### config.mk
export PLATFORM = sky130hd
export DESIGN_NAME = pe_tile
export DESIGN_NICKNAME = d
export VERILOG_FILES = /design/src/common/fabric_pkg.sv /design/src/source/config_decoder.sv /design/src/source/connect_box.sv /design/src/source/logic_block.sv /design/src/source/pe_tile.sv /design/src/switch_box/switch_box.sv
export SDC_FILE = /design/constraint.sdc
export NUM_CORES = 1
export LEC_CHECK = 0
export BUFFER_PORTS_ARGS = -buffer_cell sky130_fd_sc_hd__buf_2
export CORE_MARGIN = 5
export CORE_UTILIZATION = 53
export CTS_CLUSTER_SIZE = 10
export DETAILED_ROUTE_END_ITERATION = 12
export PLACE_DENSITY = 0.84
export SLEW_MARGIN = 20
export SYNTH_ARGS = -nofsm -noshare
export SYNTH_HDL_FRONTEND = slang
export SYNTH_SLANG_ARGS = --single-unit
### constraint.sdc
create_clock -name clk -period 2.9 [get_ports clk]
set_input_delay 0.145 -clock clk [delete_from_list [all_inputs] [get_ports clk]]
set_output_delay 0.145 -clock clk [all_outputs]
set_load 0.02 [all_outputs]
### src/common/fabric_pkg.sv
package fabric_pkg;

	// width of the tile id in the low half of the config address
	localparam int unsigned TILE_ID_W = 16;

	// target code, upper half of config_addr
	typedef enum logic [15:0] {
		CLB = 16'd4,
		CB1 = 16'd5,
		CB0 = 16'd6,
		SB  = 16'd7
	} cfg_target_e;

	// one-bit operation of the logic block
	typedef enum logic [1:0] {
		OP_AND  = 2'd0,
		OP_OR   = 2'd1,
		OP_XOR  = 2'd2,
		OP_NAND = 2'd3
	} logic_op_e;

	// source of one outgoing track, sides are n=0 e=1 s=2 w=3
	typedef enum logic [1:0] {
		FROM_NEXT     = 2'd0, // side (s+1) mod 4
		FROM_OPPOSITE = 2'd1, // side (s+2) mod 4
		FROM_PREV     = 2'd2, // side (s+3) mod 4
		FROM_PE       = 2'd3  // logic block result
	} route_sel_e;

endpackage

### src/source/config_decoder.sv
`timescale 1ns/10ps

module config_decoder #(
	parameter int TILE_ID_W = fabric_pkg::TILE_ID_W
) (
	input  logic                 clk,
	input  logic                 rst_n,
	input  logic [31:0]          config_addr,
	input  logic [31:0]          config_data,
	input  logic [TILE_ID_W-1:0] tile_id,
	output logic                 en_sb,
	output logic                 en_cb0,
	output logic                 en_cb1,
	output logic                 en_clb,
	output logic [31:0]          cfg_word
);

	logic       id_match;
	logic [3:0] en_next; // {sb, cb0, cb1, clb}

	assign id_match = (config_addr[TILE_ID_W-1:0] == tile_id);

	always_comb begin
		en_next = 4'b0000;
		if (id_match) begin
			case (config_addr[31:16])
				fabric_pkg::SB:  en_next = 4'b1000;
				fabric_pkg::CB0: en_next = 4'b0100;
				fabric_pkg::CB1: en_next = 4'b0010;
				fabric_pkg::CLB: en_next = 4'b0001;
				default:         en_next = 4'b0000; // unknown target, drop it
			endcase
		end
	end

	// retime the wide bus before it fans out into the tile
	always_ff @(posedge clk) begin
		if (!rst_n) begin
			{en_sb, en_cb0, en_cb1, en_clb} <= 4'b0000;
			cfg_word <= '0;
		end else begin
			{en_sb, en_cb0, en_cb1, en_clb} <= en_next;
			cfg_word <= config_data;
		end
	end

endmodule

### src/source/connect_box.sv
`timescale 1ns/10ps

module connect_box #(
	parameter int NUM_TRACKS = 4,
	localparam int SEL_W = $clog2(NUM_TRACKS)
) (
	input  logic                  clk,
	input  logic                  rst_n,
	input  logic [NUM_TRACKS-1:0] tracks,
	input  logic                  config_en,
	input  logic [SEL_W-1:0]      config_sel,
	output logic                  block_in
);

	logic [SEL_W-1:0] track_sel;

	always_ff @(posedge clk) begin
		if (!rst_n) begin
			track_sel <= '0;
		end else if (config_en) begin
			track_sel <= config_sel;
		end
	end

	// operand goes straight to the logic block, no register here
	assign block_in = tracks[track_sel];

endmodule

### src/source/logic_block.sv
`timescale 1ns/10ps

module logic_block (
	input  logic                  clk,
	input  logic                  rst_n,
	input  logic                  op0,
	input  logic                  op1,
	input  logic                  config_en,
	input  fabric_pkg::logic_op_e config_op,
	output logic                  pe_result
);

	fabric_pkg::logic_op_e opcode;
	logic                  op_value;

	always_ff @(posedge clk) begin
		if (!rst_n) begin
			opcode <= fabric_pkg::OP_AND;
		end else if (config_en) begin
			opcode <= config_op;
		end
	end

	always_comb begin
		case (opcode)
			fabric_pkg::OP_AND:  op_value = op0 & op1;
			fabric_pkg::OP_OR:   op_value = op0 | op1;
			fabric_pkg::OP_XOR:  op_value = op0 ^ op1;
			fabric_pkg::OP_NAND: op_value = ~(op0 & op1);
			default:             op_value = 1'b0;
		endcase
	end

	// result is registered every cycle, the opcode only on a config write
	always_ff @(posedge clk) begin
		if (!rst_n) begin
			pe_result <= 1'b0;
		end else begin
			pe_result <= op_value;
		end
	end

endmodule

### src/source/pe_tile.sv
`timescale 1ns/10ps

module pe_tile #(
	parameter int NUM_TRACKS = 4,
	parameter int TILE_ID_W  = fabric_pkg::TILE_ID_W
) (
	input  logic                  clk,
	input  logic                  rst_n,
	input  logic [31:0]           config_addr,
	input  logic [31:0]           config_data,
	input  logic [TILE_ID_W-1:0]  tile_id,
	input  logic [NUM_TRACKS-1:0] in_n,
	input  logic [NUM_TRACKS-1:0] in_e,
	input  logic [NUM_TRACKS-1:0] in_s,
	input  logic [NUM_TRACKS-1:0] in_w,
	output logic [NUM_TRACKS-1:0] out_n,
	output logic [NUM_TRACKS-1:0] out_e,
	output logic [NUM_TRACKS-1:0] out_s,
	output logic [NUM_TRACKS-1:0] out_w
);

	localparam int CB_SEL_W = $clog2(NUM_TRACKS);

	logic        en_sb;
	logic        en_cb0;
	logic        en_cb1;
	logic        en_clb;
	logic [31:0] cfg_word;
	logic        op0;
	logic        op1;
	logic        pe_result;

	config_decoder #(
		.TILE_ID_W(TILE_ID_W)
	) config_decoder (
		.clk        (clk),
		.rst_n      (rst_n),
		.config_addr(config_addr),
		.config_data(config_data),
		.tile_id    (tile_id),
		.en_sb      (en_sb),
		.en_cb0     (en_cb0),
		.en_cb1     (en_cb1),
		.en_clb     (en_clb),
		.cfg_word   (cfg_word)
	);

	// cb0 picks from the north side, cb1 from the east side
	connect_box #(
		.NUM_TRACKS(NUM_TRACKS)
	) cb0 (
		.clk       (clk),
		.rst_n     (rst_n),
		.tracks    (in_n),
		.config_en (en_cb0),
		.config_sel(cfg_word[CB_SEL_W-1:0]),
		.block_in  (op0)
	);

	connect_box #(
		.NUM_TRACKS(NUM_TRACKS)
	) cb1 (
		.clk       (clk),
		.rst_n     (rst_n),
		.tracks    (in_e),
		.config_en (en_cb1),
		.config_sel(cfg_word[CB_SEL_W-1:0]),
		.block_in  (op1)
	);

	logic_block compute_block (
		.clk      (clk),
		.rst_n    (rst_n),
		.op0      (op0),
		.op1      (op1),
		.config_en(en_clb),
		.config_op(fabric_pkg::logic_op_e'(cfg_word[1:0])),
		.pe_result(pe_result)
	);

	switch_box #(
		.NUM_TRACKS(NUM_TRACKS)
	) sb (
		.clk        (clk),
		.rst_n      (rst_n),
		.in_n       (in_n),
		.in_e       (in_e),
		.in_s       (in_s),
		.in_w       (in_w),
		.pe_result  (pe_result),
		.config_en  (en_sb),
		.config_word(cfg_word),
		.out_n      (out_n),
		.out_e      (out_e),
		.out_s      (out_s),
		.out_w      (out_w)
	);

endmodule

### src/switch_box/switch_box.sv
`timescale 1ns/10ps

module switch_box #(
	parameter int NUM_TRACKS = 4
) (
	input  logic                  clk,
	input  logic                  rst_n,
	input  logic [NUM_TRACKS-1:0] in_n,
	input  logic [NUM_TRACKS-1:0] in_e,
	input  logic [NUM_TRACKS-1:0] in_s,
	input  logic [NUM_TRACKS-1:0] in_w,
	input  logic                  pe_result,
	input  logic                  config_en,
	input  logic [31:0]           config_word,
	output logic [NUM_TRACKS-1:0] out_n,
	output logic [NUM_TRACKS-1:0] out_e,
	output logic [NUM_TRACKS-1:0] out_s,
	output logic [NUM_TRACKS-1:0] out_w
);

	// side index 0 = n, 1 = e, 2 = s, 3 = w
	logic [3:0][NUM_TRACKS-1:0] side_in;
	wire  [3:0][NUM_TRACKS-1:0] side_out;

	assign side_in[0] = in_n;
	assign side_in[1] = in_e;
	assign side_in[2] = in_s;
	assign side_in[3] = in_w;

	for (genvar s = 0; s < 4; s++) begin : g_side
		for (genvar t = 0; t < NUM_TRACKS; t++) begin : g_track
			// select k = side * NUM_TRACKS + track sits at config_word[2k+1:2k]
			localparam int K = s * NUM_TRACKS + t;
			// tracks beyond the 32 bit word keep their reset route
			localparam bit IN_WORD = (2 * K + 2 <= 32);
			localparam int LSB = IN_WORD ? 2 * K : 0;

			fabric_pkg::route_sel_e route_sel;
			logic                   track_out;

			always_ff @(posedge clk) begin
				if (!rst_n) begin
					route_sel <= fabric_pkg::FROM_NEXT;
				end else if (config_en && IN_WORD) begin
					route_sel <= fabric_pkg::route_sel_e'(config_word[LSB +: 2]);
				end
			end

			always_comb begin
				case (route_sel)
					fabric_pkg::FROM_NEXT:     track_out = side_in[(s + 1) % 4][t];
					fabric_pkg::FROM_OPPOSITE: track_out = side_in[(s + 2) % 4][t];
					fabric_pkg::FROM_PREV:     track_out = side_in[(s + 3) % 4][t];
					fabric_pkg::FROM_PE:       track_out = pe_result;
					default:                   track_out = 1'b0;
				endcase
			end

			assign side_out[s][t] = track_out;
		end
	end

	// no register on the way out, routing is a pure level path
	assign out_n = side_out[0];
	assign out_e = side_out[1];
	assign out_s = side_out[2];
	assign out_w = side_out[3];

endmodule
### Yosys cells after proc, flatten, opt, wreduce, memory -nomap -nowiden

Index checks and enable logic that the tools add are counted.

| word-level totals | value |
|---|---|
| flip-flop bits (word level) | 75 |
| input bits | 98 |
| output and inout bits | 16 |
| logic and storage cells | 127 |

| cells by class | value |
|---|---|
| equal/unequal tests | 56 |
| magnitude comparators | 2 |
| muxes and demuxes | 22 |
| bitwise gates (word level) | 4 |
| reduce and logical (&&, ||, !) cells | 18 |

Operators by type and width:

| operator | count |
|---|---|
| equality test 2 bit (second input constant) | 34 |
| case mux 1 bit (4 select lines) | 17 |
| equality test 16 x 3 -> 1 bit (second input constant) | 4 |
| equality test 2 x 1 -> 1 bit (second input constant) | 17 |
| zero test 2 bit | 17 |
| equality test 16 bit | 1 |
| case mux 4 bit (4 select lines) | 1 |
| less-than comparator 2 x 3 -> 1 bit (second input constant) | 2 |
| binary-select mux 1 bit (select 2 bit) | 2 |
| two-way mux 1 bit | 2 |
| AND reduction 2 bit | 1 |
| bitwise AND 1 bit | 1 |
| inverter 1 bit | 1 |
| OR 1 bit | 1 |
| bitwise XOR 1 bit | 1 |

### Logic depth before layout (Yosys ltp)

Gate-level depths: netlist (run 1).

| depth | value |
|---|---|
| depth after elaboration | 5 |
| gate-level depth with buffers | 7 |
| depth with buffers taken out | 7 |

### Cells and area by module

From an unflattened synthesis (run 1), not the netlist that was laid out.

| unflattened totals | value |
|---|---|
| cell total of the unflattened synthesis | 274 |
| area, all modules | 3303.2 sq um |

Modules (own cells, without submodules):

| module | cells an instance | seq. area each (sq um) | instances | area an instance (sq um) |
|---|---|---|---|---|
| switch_box | 136 | 640.6 | 1 | 1762.9 |
| config_decoder | 107 | 720.7 | 1 | 1186.1 |
| connect_box | 7 | 40.0 | 2 | 95.1 |
| logic_block | 17 | 60.1 | 1 | 163.9 |

### Least setup slack after synthesis (run 1)

Ideal clock, no wire load.

| timing | value |
|---|---|
| path type | flip-flop to flip-flop |
| start | reg cb0.track_sel[1] |
| end | reg compute_block.pe_result |
| stages on the path, launching flop included | 8 |
| setup time | 0.115 ns |
| setup slack | 1.397 ns |
| data arrival time | 1.388 ns |
| buffers on the path | 0 |
| clock period less this slack | 1.503 ns |
| required time | 2.785 ns |
| cell sequence | dfxtp_1 mux4_2 inv_1 ha_1 inv_1 mux2i_1 a21oi_1 nor2b_1 |

| between the ends | value |
|---|---|
| word-level cells in the longest chain between the ends | 5 |
| elaborated cells on any way between the ends | 7 |
| classes of those cells | mux: 3; bitwise: 4 |

RTL lines:

| item | line | text |
|---|---|---|
| from (decl) | connect_box.sv:15 | `logic [SEL_W-1:0] track_sel;` |
| from (signal assigned) | connect_box.sv:21 | `track_sel <= config_sel;` |
| binary-select mux 1 bit (select 2 bit) * | connect_box.sv:26 | `assign block_in = tracks[track_sel];` |
| two-way mux 1 bit (implied by the code) * | connect_box.sv:26 |  |
| bitwise AND 1 bit | logic_block.sv:26, logic_block.sv:29 |  |
| inverter 1 bit | logic_block.sv:29 | `fabric_pkg::OP_NAND: op_value = ~(op0 & op1);` |
| case mux 1 bit (4 select lines) * | logic_block.sv:25 | `case (opcode)` |
| to (signal assigned) | logic_block.sv:39 | `pe_result <= op_value;` |
| to (decl) | logic_block.sv:10 | `output logic pe_result` |

Mark *: on every way between the ends. The rest lies on a longest branch, timed or not. The select of a mux whose other input is x is not followed.
A chain may end at the register's enable or synchronous reset.

### Worst setup path in the final report (run 1)

| timing | value |
|---|---|
| start | reg compute_block.pe_result |
| end | out out_w[1] |

| between the ends | value |
|---|---|
| word-level cells in the longest chain between the ends | 1 |

RTL lines:

| item | line | text |
|---|---|---|
| case mux 1 bit (4 select lines) | switch_box.sv:50 | `case (route_sel)` |
| to (decl) | pe_tile.sv:19 | `output logic [NUM_TRACKS-1:0] out_w` |

No other way between the ends.

==> impl_results.md, run 1 <==
- Mapped Cells: 273
- End point of the critical path: out_w[1]
- Ys async rst share: 0%
- DIE HEIGHT: 88.3 microns
- Data required, critical path: 2760 ps
- Initial core utilization: 54.6%
- Placer Congestion: 0.769
- Clock-pin slew of the registers on the worst-case setup and hold paths: 80 ps
- Worst setup path startpoint: compute_block.pe_result
- Period utilisation layout: 58.5%
- Worst-path cell chain: mux4_2 -> buf_2
- Die area: 7800 sq um
- Crit Path Category: flop to output pin
- Nets@finish: 497
- Peak supply drop: 0.000412 V
- CP bufs+invs: 1
- Initial antenna violation count: 0
- I/O Pins: 114
- CP Launch Type: flop
- Remaining Overflow, GRT: 0
- Min-delay worst type: input pin to flop
- Most frequent cells in the layout: buf_2 (113), dfxtp_1 (74), mux2i_1 (39), nor2b_1 (39), and2_1 (32)
- Post-layout min period: 1700 ps
- Post-synthesis net count: 373
- First drt pass iteration count: 4
- Synth-to-layout area growth: 29.7%
- Worst Hold Slack: 18.2 ps
- Tightest Pin Transition: 1030 ps
- H-tree levels: 3
- Synthesis warning total: 0
- CP max-delay cell: mux4_2
- Worst Reg-to-Reg Cells: 7
- MaxCap Viol Count: 0
- # diodes: 0
- RSZ-0062 raised after global routing: false
- Crit-path max cell delay: 550 ps
- Delay-heaviest family, CP: multiplexers
- RR Endpoint: compute_block.pe_result
- Lkg Pwr: 1.65 nW
- Netlist cell types: 25
- GRT Total Usage: 18.7%
- Vias in the first global route: 2476
- Post-CTS sizing: 0
- Crit. End Element: output pin
- Max-slew violations: 0
- Status: completed
- Share of cells above drive strength 1: 37.8%
- Cell count along the critical path: 2
- Die X: 88.3 microns
- Port bufs: 113
- Residual DRC: 0
- Worst skew pair latency: 350 ps
- Clock Tree Root: clkbuf_8
- Filler instances: 459
- Clock skew: 12.7 ps
- Core Area: 5960 sq um
- Most common cell after layout, fill and taps aside: buf_2
- CTS tree: yes
- Avg WL per Cell: 14.5 microns
- Max Freq: 0.589 GHz
- Setup TNS: 0 ps
- Clock Path Buffers: 2
- Ys flop type: dfxtp_1
- Routed Antenna Nets: 0
- DRT iter0 DRCs: 79
- # rows: 28
- First-pass GRT wire length: 11000 microns
- Slew Limit Headroom: 31.3%
- Vias: 2356
- Detailed Route WL: 6890 microns
- DP Wirelength: 4880 microns
- Worst r2r src: cb0.track_sel[1]
- Clock Sinks: 75
- Vias/cell: 4.94
- Worst path arrival time: 1550 ps
- TritonCTS Buffers: 9
- R2R Setup Slk: 1300 ps
- Sequential-to-total area share from yosys stat: 46.2%
- Largest net degree at the start of global routing: 72
- #FFs+latches synth: 75
- Setup violators final: 0
- Final hold vios: 0
- EDFF count, synth: 0
- Mean Syn Cell Area: 11.9 sq um
- PwrDens: 492 nW/um^2
- Critical path fanouts, max: 16
- Cell Area, Synth: 3250 sq um
[per-layer routing]
layer / up-vias / track usage, % / routed length [microns]
li1: 1168 / - / -
met4: 0 / 6.73 / 68
met2: 70 / 33.6 / 3690
met3: 8 / 6.70 / 480
met1: 1110 / 20.1 / 2660
met5: - / 0 / 0
[kinds of logic (layout without fill, tap and decap cells)]
logic type / after synthesis / after routing / synth area share (%)
AO/OA/AOI/OAI: 2 / 2 / 0.385
XOR/XNOR: 16 / 16 / 4.31
adder cells (fa/ha/maj): 2 / 2 / 0.769
buffers and inverters: 31 / 160 / 5.66
AND/OR/NAND/NOR: 90 / 90 / 18.2
multiplexers: 57 / 57 / 24.5
flip-flops: 75 / 75 / 46.2
[worst min path at each step]
stage	from	endpoint	slack (ps)	cells after the start
6_report	config_data[31]	config_decoder.cfg_word[31]	20	2
2_1_floorplan	config_addr[17]	config_decoder.en_sb	260	2
3_3_place_gp	config_data[22]	config_decoder.cfg_word[22]	350	2
5_1_grt	config_data[8]	config_decoder.cfg_word[8]	1	2
4_1_cts	config_data[31]	config_decoder.cfg_word[31]	0.4	2
3_5_place_dp	config_data[7]	config_decoder.cfg_word[7]	350	2
[where the power goes]
group	total, mW	switching (mW)	internal, mW	leakage (nW)
combinational	0.219	0.0883	0.130	0.945
sequential	1.06	0.0104	1.05	0.614
clock	0.792	0.387	0.405	0.0935
total	2.07	0.486	1.59	1.65
[worst reg2reg max path, delay by kind of cell (launching register included)]
family | cells | cell delay (ps)
AOI/OAI and AO/OA | 1 | 150
adders and majority gates | 1 | 220
buffers and inverters | 2 | 120
DFF | 1 | 360
muxes | 2 | 580
and+or+nand+nor | 1 | 60
[final cells by class]
cell class	instances	area (sq um)	share of cell area [%]
clock buffers	10	128	3.03
clock inverters	6	71.3	1.69
inverters	3	11.3	0.267
multi-input cells	167	1570	37.2
flip-flops and latches	75	1500	35.6
well taps	75	93.8	2.23
repair buffers	141	843	20.0
[registers in the layout, summed over array words and instances (netlist names)]
signal / cells
cb0.track_sel: 2
cb1.track_sel: 2
compute_block.opcode: 2
compute_block.pe_result: 1
config_decoder.cfg_word: 32
config_decoder.en_cb0: 1
config_decoder.en_cb1: 1
config_decoder.en_clb: 1
config_decoder.en_sb: 1
sb.g_side.g_track.route_sel: 32
[per-stage QoR]
stage | std cells | utilization (%) | worst slack (ps) | cell area [sq um] | power, mW
after global placement | 434 | 62.9 | 1370 | 3750 | 1.27
after floorplan | 273 | - | 1400 | 3250 | 1.19
after detailed placement | 434 | 62.9 | 1300 | 3750 | 1.28
final | 477 | 70.8 | 1200 | 4220 | 2.07
after global routing | 477 | 70.8 | 1110 | 4220 | 2.16
after CTS | 477 | 70.8 | 1160 | 4220 | 2.10
[synth_stat cells (2+ instances only)]
| cell type | number | share of area [%] |
|---|---|---|
| dfxtp_1 | 75 | 46 |
| mux2i_1 | 39 | 12 |
| nor2b_1 | 39 | 7.5 |
| and2_1 | 32 | 6.2 |
| mux4_2 | 18 | 12 |
| buf_4 | 16 | 3.7 |
| xor2_1 | 12 | 3.2 |
| buf_2 | 6 | 0.92 |
| clkbuf_1 | 6 | 0.69 |
| nor4_1 | 6 | 1.2 |
| xnor2_1 | 4 | 1.1 |
| inv_1 | 3 | 0.35 |
| ha_1 | 2 | 0.77 |
| nand2b_1 | 2 | 0.38 |
| nor2_1 | 2 | 0.23 |
| nor4_2 | 2 | 0.77 |
[repair_timing]
| action | 4_1_cts | 5_1_grt |
|---|---|---|
| hold buffers | 27 | 0 |
| hold endpoints to repair | 27 | 0 |
| endpoints found under the setup margin | 0 | 0 |
| setup buffers | 0 | 0 |
Power figures use the tool's default switching activity.
==> inputs of run 2 (changes only) <==
--- a/config.mk
+++ b/config.mk
@@ -5,12 +5,13 @@
 export SDC_FILE = /design/constraint.sdc
 export NUM_CORES = 1
 export LEC_CHECK = 0
+export ABC_AREA = 1
 export BUFFER_PORTS_ARGS = -buffer_cell sky130_fd_sc_hd__buf_2
 export CORE_MARGIN = 5
-export CORE_UTILIZATION = 53
+export CORE_UTILIZATION = 45
 export CTS_CLUSTER_SIZE = 10
 export DETAILED_ROUTE_END_ITERATION = 12
-export PLACE_DENSITY = 0.84
+export PLACE_DENSITY = 0.75
 export SLEW_MARGIN = 20
 export SYNTH_ARGS = -nofsm -noshare
 export SYNTH_HDL_FRONTEND = slang
==> constraint.sdc (replaced) <==
create_clock -name clk -period 1.5 [get_ports clk]
set_input_delay 0.075 -clock clk [delete_from_list [all_inputs] [get_ports clk]]
set_output_delay 0.075 -clock clk [all_outputs]
set_load 0.02 [all_outputs]
==> run 2 against run 1 <==
Against the previous run:
- clock power up 120%
- final cell count rose by 54%
- count of clock-buffer cells in the layout decreased by 1
==> impl_results.md, run 2 <==
- Synth-to-layout area growth: 32.5% (was 29.7%)
- First drt pass iteration count: 4 (unchanged)
- CP Launch Type: flop (unchanged)
- Worst path arrival time: 1370 ps (was 1550 ps)
- Slew Limit Headroom: 76.3% (was 31.3%)
- Period utilisation layout: 96.3%
- Clock Tree Root: clkbuf_8 (unchanged)
- Status: completed (unchanged)
- Placer Congestion: 0.834 (was 0.769)
- Setup violators final: 0 (unchanged)
- Post-CTS setup buffers: 0 (unchanged)
- TritonCTS Buffers: 9 (unchanged)
- Lkg Pwr: 2.52 nW (was 1.65 nW)
- Most common cell after layout, fill and taps aside: nor2_1 (was buf_2)
- Avg WL per Cell: 11.0 microns (was 14.5 microns)
- MaxCap Viol Count: 0 (unchanged)
- Vias/cell: 4.66 (was 4.94)
- Post-layout min period: 1440 ps
- # rows: 31 (was 28)
- Nets@finish: 731 (was 497)
- DIE HEIGHT: 97.3 microns (was 88.3 microns)
- Die area: 9470 sq um (was 7800 sq um)
- Worst-path cell chain: o21ai_0 -> a21oi_1 -> or2_2 -> buf_2 (was mux4_2 -> buf_2)
- Final Power: 4.29 mW (was 2.07 mW)
- Post-synth top area share: 43.8% (was 46.2%)
- Synth area leaders: dfxtp_1 (44%), nor2_1 (13%), inv_1 (9.4%) (was dfxtp_1 (46%), mux4_2 (12%), mux2i_1 (12%))
- Critical path fanouts, max: 5 (was 16)
- Dominant cell type by area after synthesis: dfxtp_1 (unchanged)
- Finished Cell Area: 4540 sq um (was 4220 sq um)
- Residual DRC: 0 (unchanged)
- DP Wirelength: 5970 microns (was 4880 microns)
- Tightest Pin Transition: 352 ps (was 1030 ps)
- Clock Sinks: 75 (unchanged)
- Mapped Cells: 502 (was 273)
- # diodes: 0 (unchanged)
- First-pass GRT wire length: 13700 microns (was 11000 microns)
- Clock Path Buffers: 2 (unchanged)
- Initial core utilization: 46.8% (was 54.6%)
- Peak supply drop: 0.000522 V (was 0.000412 V)
- Mean Syn Cell Area: 6.83 sq um (was 11.9 sq um)
- Crit Path Category: flop to output pin (unchanged)
- Synthesis warning total: 0 (unchanged)
- Cell Area, Synth: 3430 sq um (was 3250 sq um)
- I/O Pins: 114 (unchanged)
- Post-synthesis net count: 602 (was 373)
- Fin worst setup slack: 55.2 ps (was 1200 ps)
- EDFF count, synth: 0 (unchanged)
- Netlist cell types: 24 (was 25)
- Largest registers: config_decoder.cfg_word x32, sb.g_side.g_track.route_sel x32 (unchanged)
- Port bufs: 113 (unchanged)
- RSZ-0062 raised after global routing: false (unchanged)
- Clock skew: 5.79 ps (was 12.7 ps)
- Post-Place Worst Slack: 78.7 ps (was 1300 ps)
- Crit-path max cell delay: 350 ps (was 550 ps)
- Setup TNS: 0 ps (unchanged)
- Ys flop type: dfxtp_1 (unchanged)
- Data required, critical path: 1420 ps (was 2760 ps)
- Initial antenna violation count: 0 (unchanged)
- CP max-delay cell: dfxtp_1 (was mux4_2)
- Max-slew violations: 0 (unchanged)
- Most frequent cells in the layout: nor2_1 (115), buf_2 (113), inv_1 (86) (was buf_2 (113), dfxtp_1 (74), mux2i_1 (39), nor2b_1 (39), and2_1 (32))
- Largest net degree at the start of global routing: 67 (was 72)
- Final hold vios: 0 (unchanged)
- Util after Layout: 62.0% (was 70.8%)
- CP bufs+invs: 1 (unchanged)
- Max Freq: 0.692 GHz
- H-tree levels: 3 (unchanged)
- Top-count cell post-synth: nor2_1 (was dfxtp_1)
- Vias in the first global route: 3361 (was 2476)
- Delay-heaviest family, CP: flip-flops (was multiplexers)
- GRT Total Usage: 17.2% (was 18.7%)
- Worst skew pair latency: 340 ps (was 350 ps)
- PwrDens: 943 nW/um^2 (was 492 nW/um^2)
- Core Area: 7330 sq um (was 5960 sq um)
- Ys async rst share: 0% (unchanged)
- Crit. End Element: output pin (unchanged)
- Min-delay worst type: input pin to flop (unchanged)
- Share of cells above drive strength 1: 22.4% (was 37.8%)
- Sequential-to-total area share from yosys stat: 43.8% (was 46.2%)
- Remaining Overflow, GRT: 0 (unchanged)
- DRT iter0 DRCs: 110 (was 79)
- Detailed Route WL: 8060 microns (was 6890 microns)
- Routed Antenna Nets: 0 (unchanged)
- Filler instances: 672 (was 459)
- CTS tree: yes (unchanged)
- Top post-synthesis cells by count: nor2_1 (115), inv_1 (86), nand2_1 (77), dfxtp_1 (75), o21ai_0 (57) (was dfxtp_1 (75), mux2i_1 (39), nor2b_1 (39), and2_1 (32), mux4_2 (18))
- #FFs+latches synth: 75 (unchanged)
- Die X: 97.3 microns (was 88.3 microns)
- Vias: 3416 (was 2356)
- Clock-pin slew of the registers on the worst-case setup and hold paths: 70 ps (was 80 ps)
- Instance area at placement: 3970 sq um (was 3750 sq um)
==> run 2: path summary, 6_finish.rpt <==
kind / start / to / slack, ps / cells after the start
worst max-delay path: sb.g_side[2].g_track[2].route_sel[0] / out_s[2] / 60 / 4
worst min-delay path: config_addr[16] / config_decoder.en_sb / 20 / 3
worst max register to register: cb0.track_sel[0] / compute_block.pe_result / 130 / 7
worst min register to register: config_decoder.cfg_word[12] / sb.g_side[1].g_track[2].route_sel[0] / 450 / 2
==> run 2: worst reg2reg max path, stage by stage (launching register included) <==
cell and delay (ps):
dfxtp_1 340, nor2_1 100, inv_1 50, a32oi_2 190
inv_1 70, ha_1 280, o21ai_0 150, a21boi_1 80
==> run 2: cell type report <==
class	count	area (sq um)	area share, %
inverter	86	323	7.11
clock buffer	9	124	2.73
sequential	75	1510	33.2
clock inverter	5	104	2.29
multi-input combinational	310	1430	31.5
timing repair buffer	149	928	20.4
tap	99	124	2.73
==> run 2: timing repair <==
item / in CTS / in global routing
gates resized for setup: 1 / 9
endpoints found under the setup margin: 6 / 3
hold buffers: 32 / 0
pin swaps: 0 / 2
hold endpoints to repair: 32 / 0
cloned: 0 / 0
==> run 2: layer usage <==
metal  vias up  track usage [%]  wire length, microns
li1       1797                -                     -
met1      1516             18.9                  3300
met2        91             31.4                  4100
met3        12             4.31                   537
met4         0             7.35                   125
met5         -                0                     0
==> run 2: cell families (layout without fill, tap and decap cells) <==
kind of cell    Yosys count  after routing  synth area share (%)
simple gates            203            203                  23.3
buf+inv                 117            249                  15.0
compound gates          102            102                  16.4
flops                    75             75                  43.8
xor+xnor                  3              3                 0.766
fa+ha+maj                 2              2                 0.730
==> run 2: power by group <==
| group | leakage [nW] | switching (mW) | internal (mW) | total (mW) |
|---|---|---|---|---|
| Sequential | 0.615 | 0.0166 | 2.04 | 2.05 |
| Clock | 0.115 | 0.682 | 1.09 | 1.77 |
| Combinational | 1.79 | 0.227 | 0.237 | 0.464 |
| Total | 2.52 | 0.926 | 3.36 | 4.29 |
==> run 2: metrics by stage <==
stage          cells  hold slack (ps)
2_1_floorplan    502              173
5_1_grt          733             19.5
6_report         733             18.4
4_1_cts          733             1.58
3_5_place_dp     687              260
3_3_place_gp     687              256
==> inputs of run 3 (changes only) <==
--- a/config.mk
+++ b/config.mk
@@ -8,10 +8,10 @@
 export ABC_AREA = 1
 export BUFFER_PORTS_ARGS = -buffer_cell sky130_fd_sc_hd__buf_2
 export CORE_MARGIN = 5
-export CORE_UTILIZATION = 45
+export CORE_UTILIZATION = 50
 export CTS_CLUSTER_SIZE = 10
 export DETAILED_ROUTE_END_ITERATION = 12
-export PLACE_DENSITY = 0.75
+export PLACE_DENSITY = 0.79
 export SLEW_MARGIN = 20
 export SYNTH_ARGS = -nofsm -noshare
 export SYNTH_HDL_FRONTEND = slang
==> constraint.sdc (replaced) <==
create_clock -name clk -period 1.36 [get_ports clk]
set_input_delay 0.068 -clock clk [delete_from_list [all_inputs] [get_ports clk]]
set_output_delay 0.068 -clock clk [all_outputs]
set_load 0.02 [all_outputs]
==> run 3 against run 2 <==
Against the previous run:
- the run now ends with negative setup slack left
- critical endpoint is now compute_block.pe_result
- count of clock-buffer cells in the layout rose by 3
- critical path depth grew 4
- utilization grew 8.4 points
- non-clock buffer count up 4
==> impl_results.md, run 3 (synthesized netlist as in run 2, its figures left out) <==
- Final hold vios: 0 (unchanged)
- Most common cell after layout, fill and taps aside: nor2_1 (unchanged)
- Failing checks: negative setup slack
- RSZ-0062 raised after global routing: true (was false)
- Die area: 8620 sq um (was 9470 sq um)
- Initial antenna violation count: 0 (unchanged)
- Post-layout min period: 1360 ps
- Final Power: 4.96 mW (was 4.29 mW)
- Setup violators final: 1 (was 0)
- Worst Hold Depth: 4 (was 3)
- Lkg Pwr: 2.57 nW (was 2.52 nW)
- I/O Pins: 114 (unchanged)
- Share of cells above drive strength 1: 28.0% (was 22.4%)
- Clock Path Buffers: 2 (unchanged)
- Worst path arrival time: 1630 ps (was 1370 ps)
- Worst Reg-to-Reg Cells: 8 (was 7)
- Clock skew: 9.12 ps (was 5.79 ps)
- Worst skew pair latency: 340 ps (about the same)
- Vias/cell: 4.89 (was 4.66)
- Critical path fanouts, max: 4 (was 5)
- Placer Congestion: 0.842 (was 0.834)
- Clock Tree Root: clkbuf_8 (unchanged)
- Min-delay worst type: input pin to flop (unchanged)
- Clock Sinks: 75 (unchanged)
- Max-slew violations: 0 (unchanged)
- CP Launch Type: flop (unchanged)
- PwrDens: 1050 nW/um^2 (was 943 nW/um^2)
- Clock-pin slew of the registers on the worst-case setup and hold paths: 70 ps (about the same)
- Max Freq: 0.734 GHz
- Tightest Pin Transition: 362 ps (was 352 ps)
- TritonCTS Buffers: 9 (unchanged)
- Util after Layout: 70.4% (was 62.0%)
- Vias in the first global route: 3431 (was 3361)
- DRT iter0 DRCs: 113 (was 110)
- Most frequent cells in the layout: nor2_1 (111), buf_2 (99), inv_1 (85) (was nor2_1 (115), buf_2 (113), inv_1 (86))
- Largest net degree at the start of global routing: 72 (was 67)
- Initial core utilization: 51.0% (was 46.8%)
- Fin worst setup slack: -3.00 ps (was 55.2 ps)
- Crit Path Category: flop to flop (was flop to output pin)
- H-tree levels: 3 (unchanged)
- Slew Limit Headroom: 75.7% (was 76.3%)
- First drt pass iteration count: 4 (unchanged)
- Die X: 92.8 microns (was 97.3 microns)
- Period utilisation layout: 100%
- GRT Total Usage: 20.9% (was 17.2%)
- Peak supply drop: 0.000512 V (was 0.000522 V)
- MaxCap Viol Count: 0 (unchanged)
- Routed Antenna Nets: 0 (unchanged)
- Nets@finish: 735 (was 731)
- Port bufs: 113 (unchanged)
- Core Area: 6720 sq um (was 7330 sq um)
- CTS tree: yes (unchanged)
- Avg WL per Cell: 12.6 microns (was 11.0 microns)
- Vias: 3522 (was 3416)
- # rows: 30 (was 31)
- Synth-to-layout area growth: 37.8% (was 32.5%)
- Crit. End Element: flop (was output pin)
- Inst Count DP: 671 (was 687)
- Post-Place Worst Slack: -102 ps (was 78.7 ps)
- Largest registers: config_decoder.cfg_word x32, sb.g_side.g_track.route_sel x32 (unchanged)
- Final cell count without fillers: 720 (was 733)
- Status: complete, but fails checks (was completed)
- DP Wirelength: 6220 microns (was 5970 microns)
- # diodes: 0 (unchanged)
- First-pass GRT wire length: 14500 microns (was 13700 microns)
- Remaining Overflow, GRT: 0 (unchanged)
- Detailed Route WL: 9070 microns (was 8060 microns)
- Residual DRC: 0 (unchanged)
- DIE HEIGHT: 92.8 microns (was 97.3 microns)
- Data required, critical path: 1620 ps (was 1420 ps)
run 3: timing repair:
action | in CTS | in global routing
pin swaps | 9 | 14
setup endpoints to repair | 17 | 17
gates resized for setup | 21 | 52
setup buffers | 1 | 0
hold endpoints to repair | 32 | 0
hold buffers | 32 | 0
run 3: metal layers:
layer / track usage [%] / vias up / share of wire (%)
li1: - / 1802 / -
met1: 23.8 / 1590 / 41
met2: 37.3 / 117 / 51
met3: 4.96 / 13 / 6.7
met4: 8.30 / 0 / 1.8
met5: 0 / - / 0
run 3: worst paths after layout:
check	start	endpoint	slack (ps)
max	cb0.track_sel[0]	compute_block.pe_result	-3
min	config_addr[22]	config_decoder.en_sb	10
max reg2reg	cb0.track_sel[0]	compute_block.pe_result	-3
min reg2reg	config_decoder.cfg_word[27]	sb.g_side[3].g_track[1].route_sel[1]	460
run 3: critical path: stages, from the launching register on:
cell	delay, ps
dfxtp_2	370
nor2_2	40
inv_1	70
a32oi_2	120
buf_4	150
ha_2	190
a21oi_2	160
o21ai_2	70
a21boi_1	130
run 3: per-stage QoR:
step	TNS, ps	hold slack (ps)	instance area, sq um
floorplan	0	166	3430
global placement	0	248	3970
detailed placement	-102	252	3970
CTS	-2.54	5.86	4600
global route	-162	6.62	4730
finish	-3.00	12.9	4730
run 3: final cells by class:
class                           instances  area (sq um)
Fill cell                             569          1990
Sequential cell                        75          1520
Multi-Input combinational cell        310          1510
Timing Repair Buffer                  153          1010
Inverter                               86           323
Clock buffer                           12           165
Tap cell                               80           100
Clock inverter                          4          95.1
run 3: power by group:
group / internal [mW] / switching [mW]
sequential: 2.24 / 0.0191
combinational: 0.289 / 0.276
clock: 1.37 / 0.769
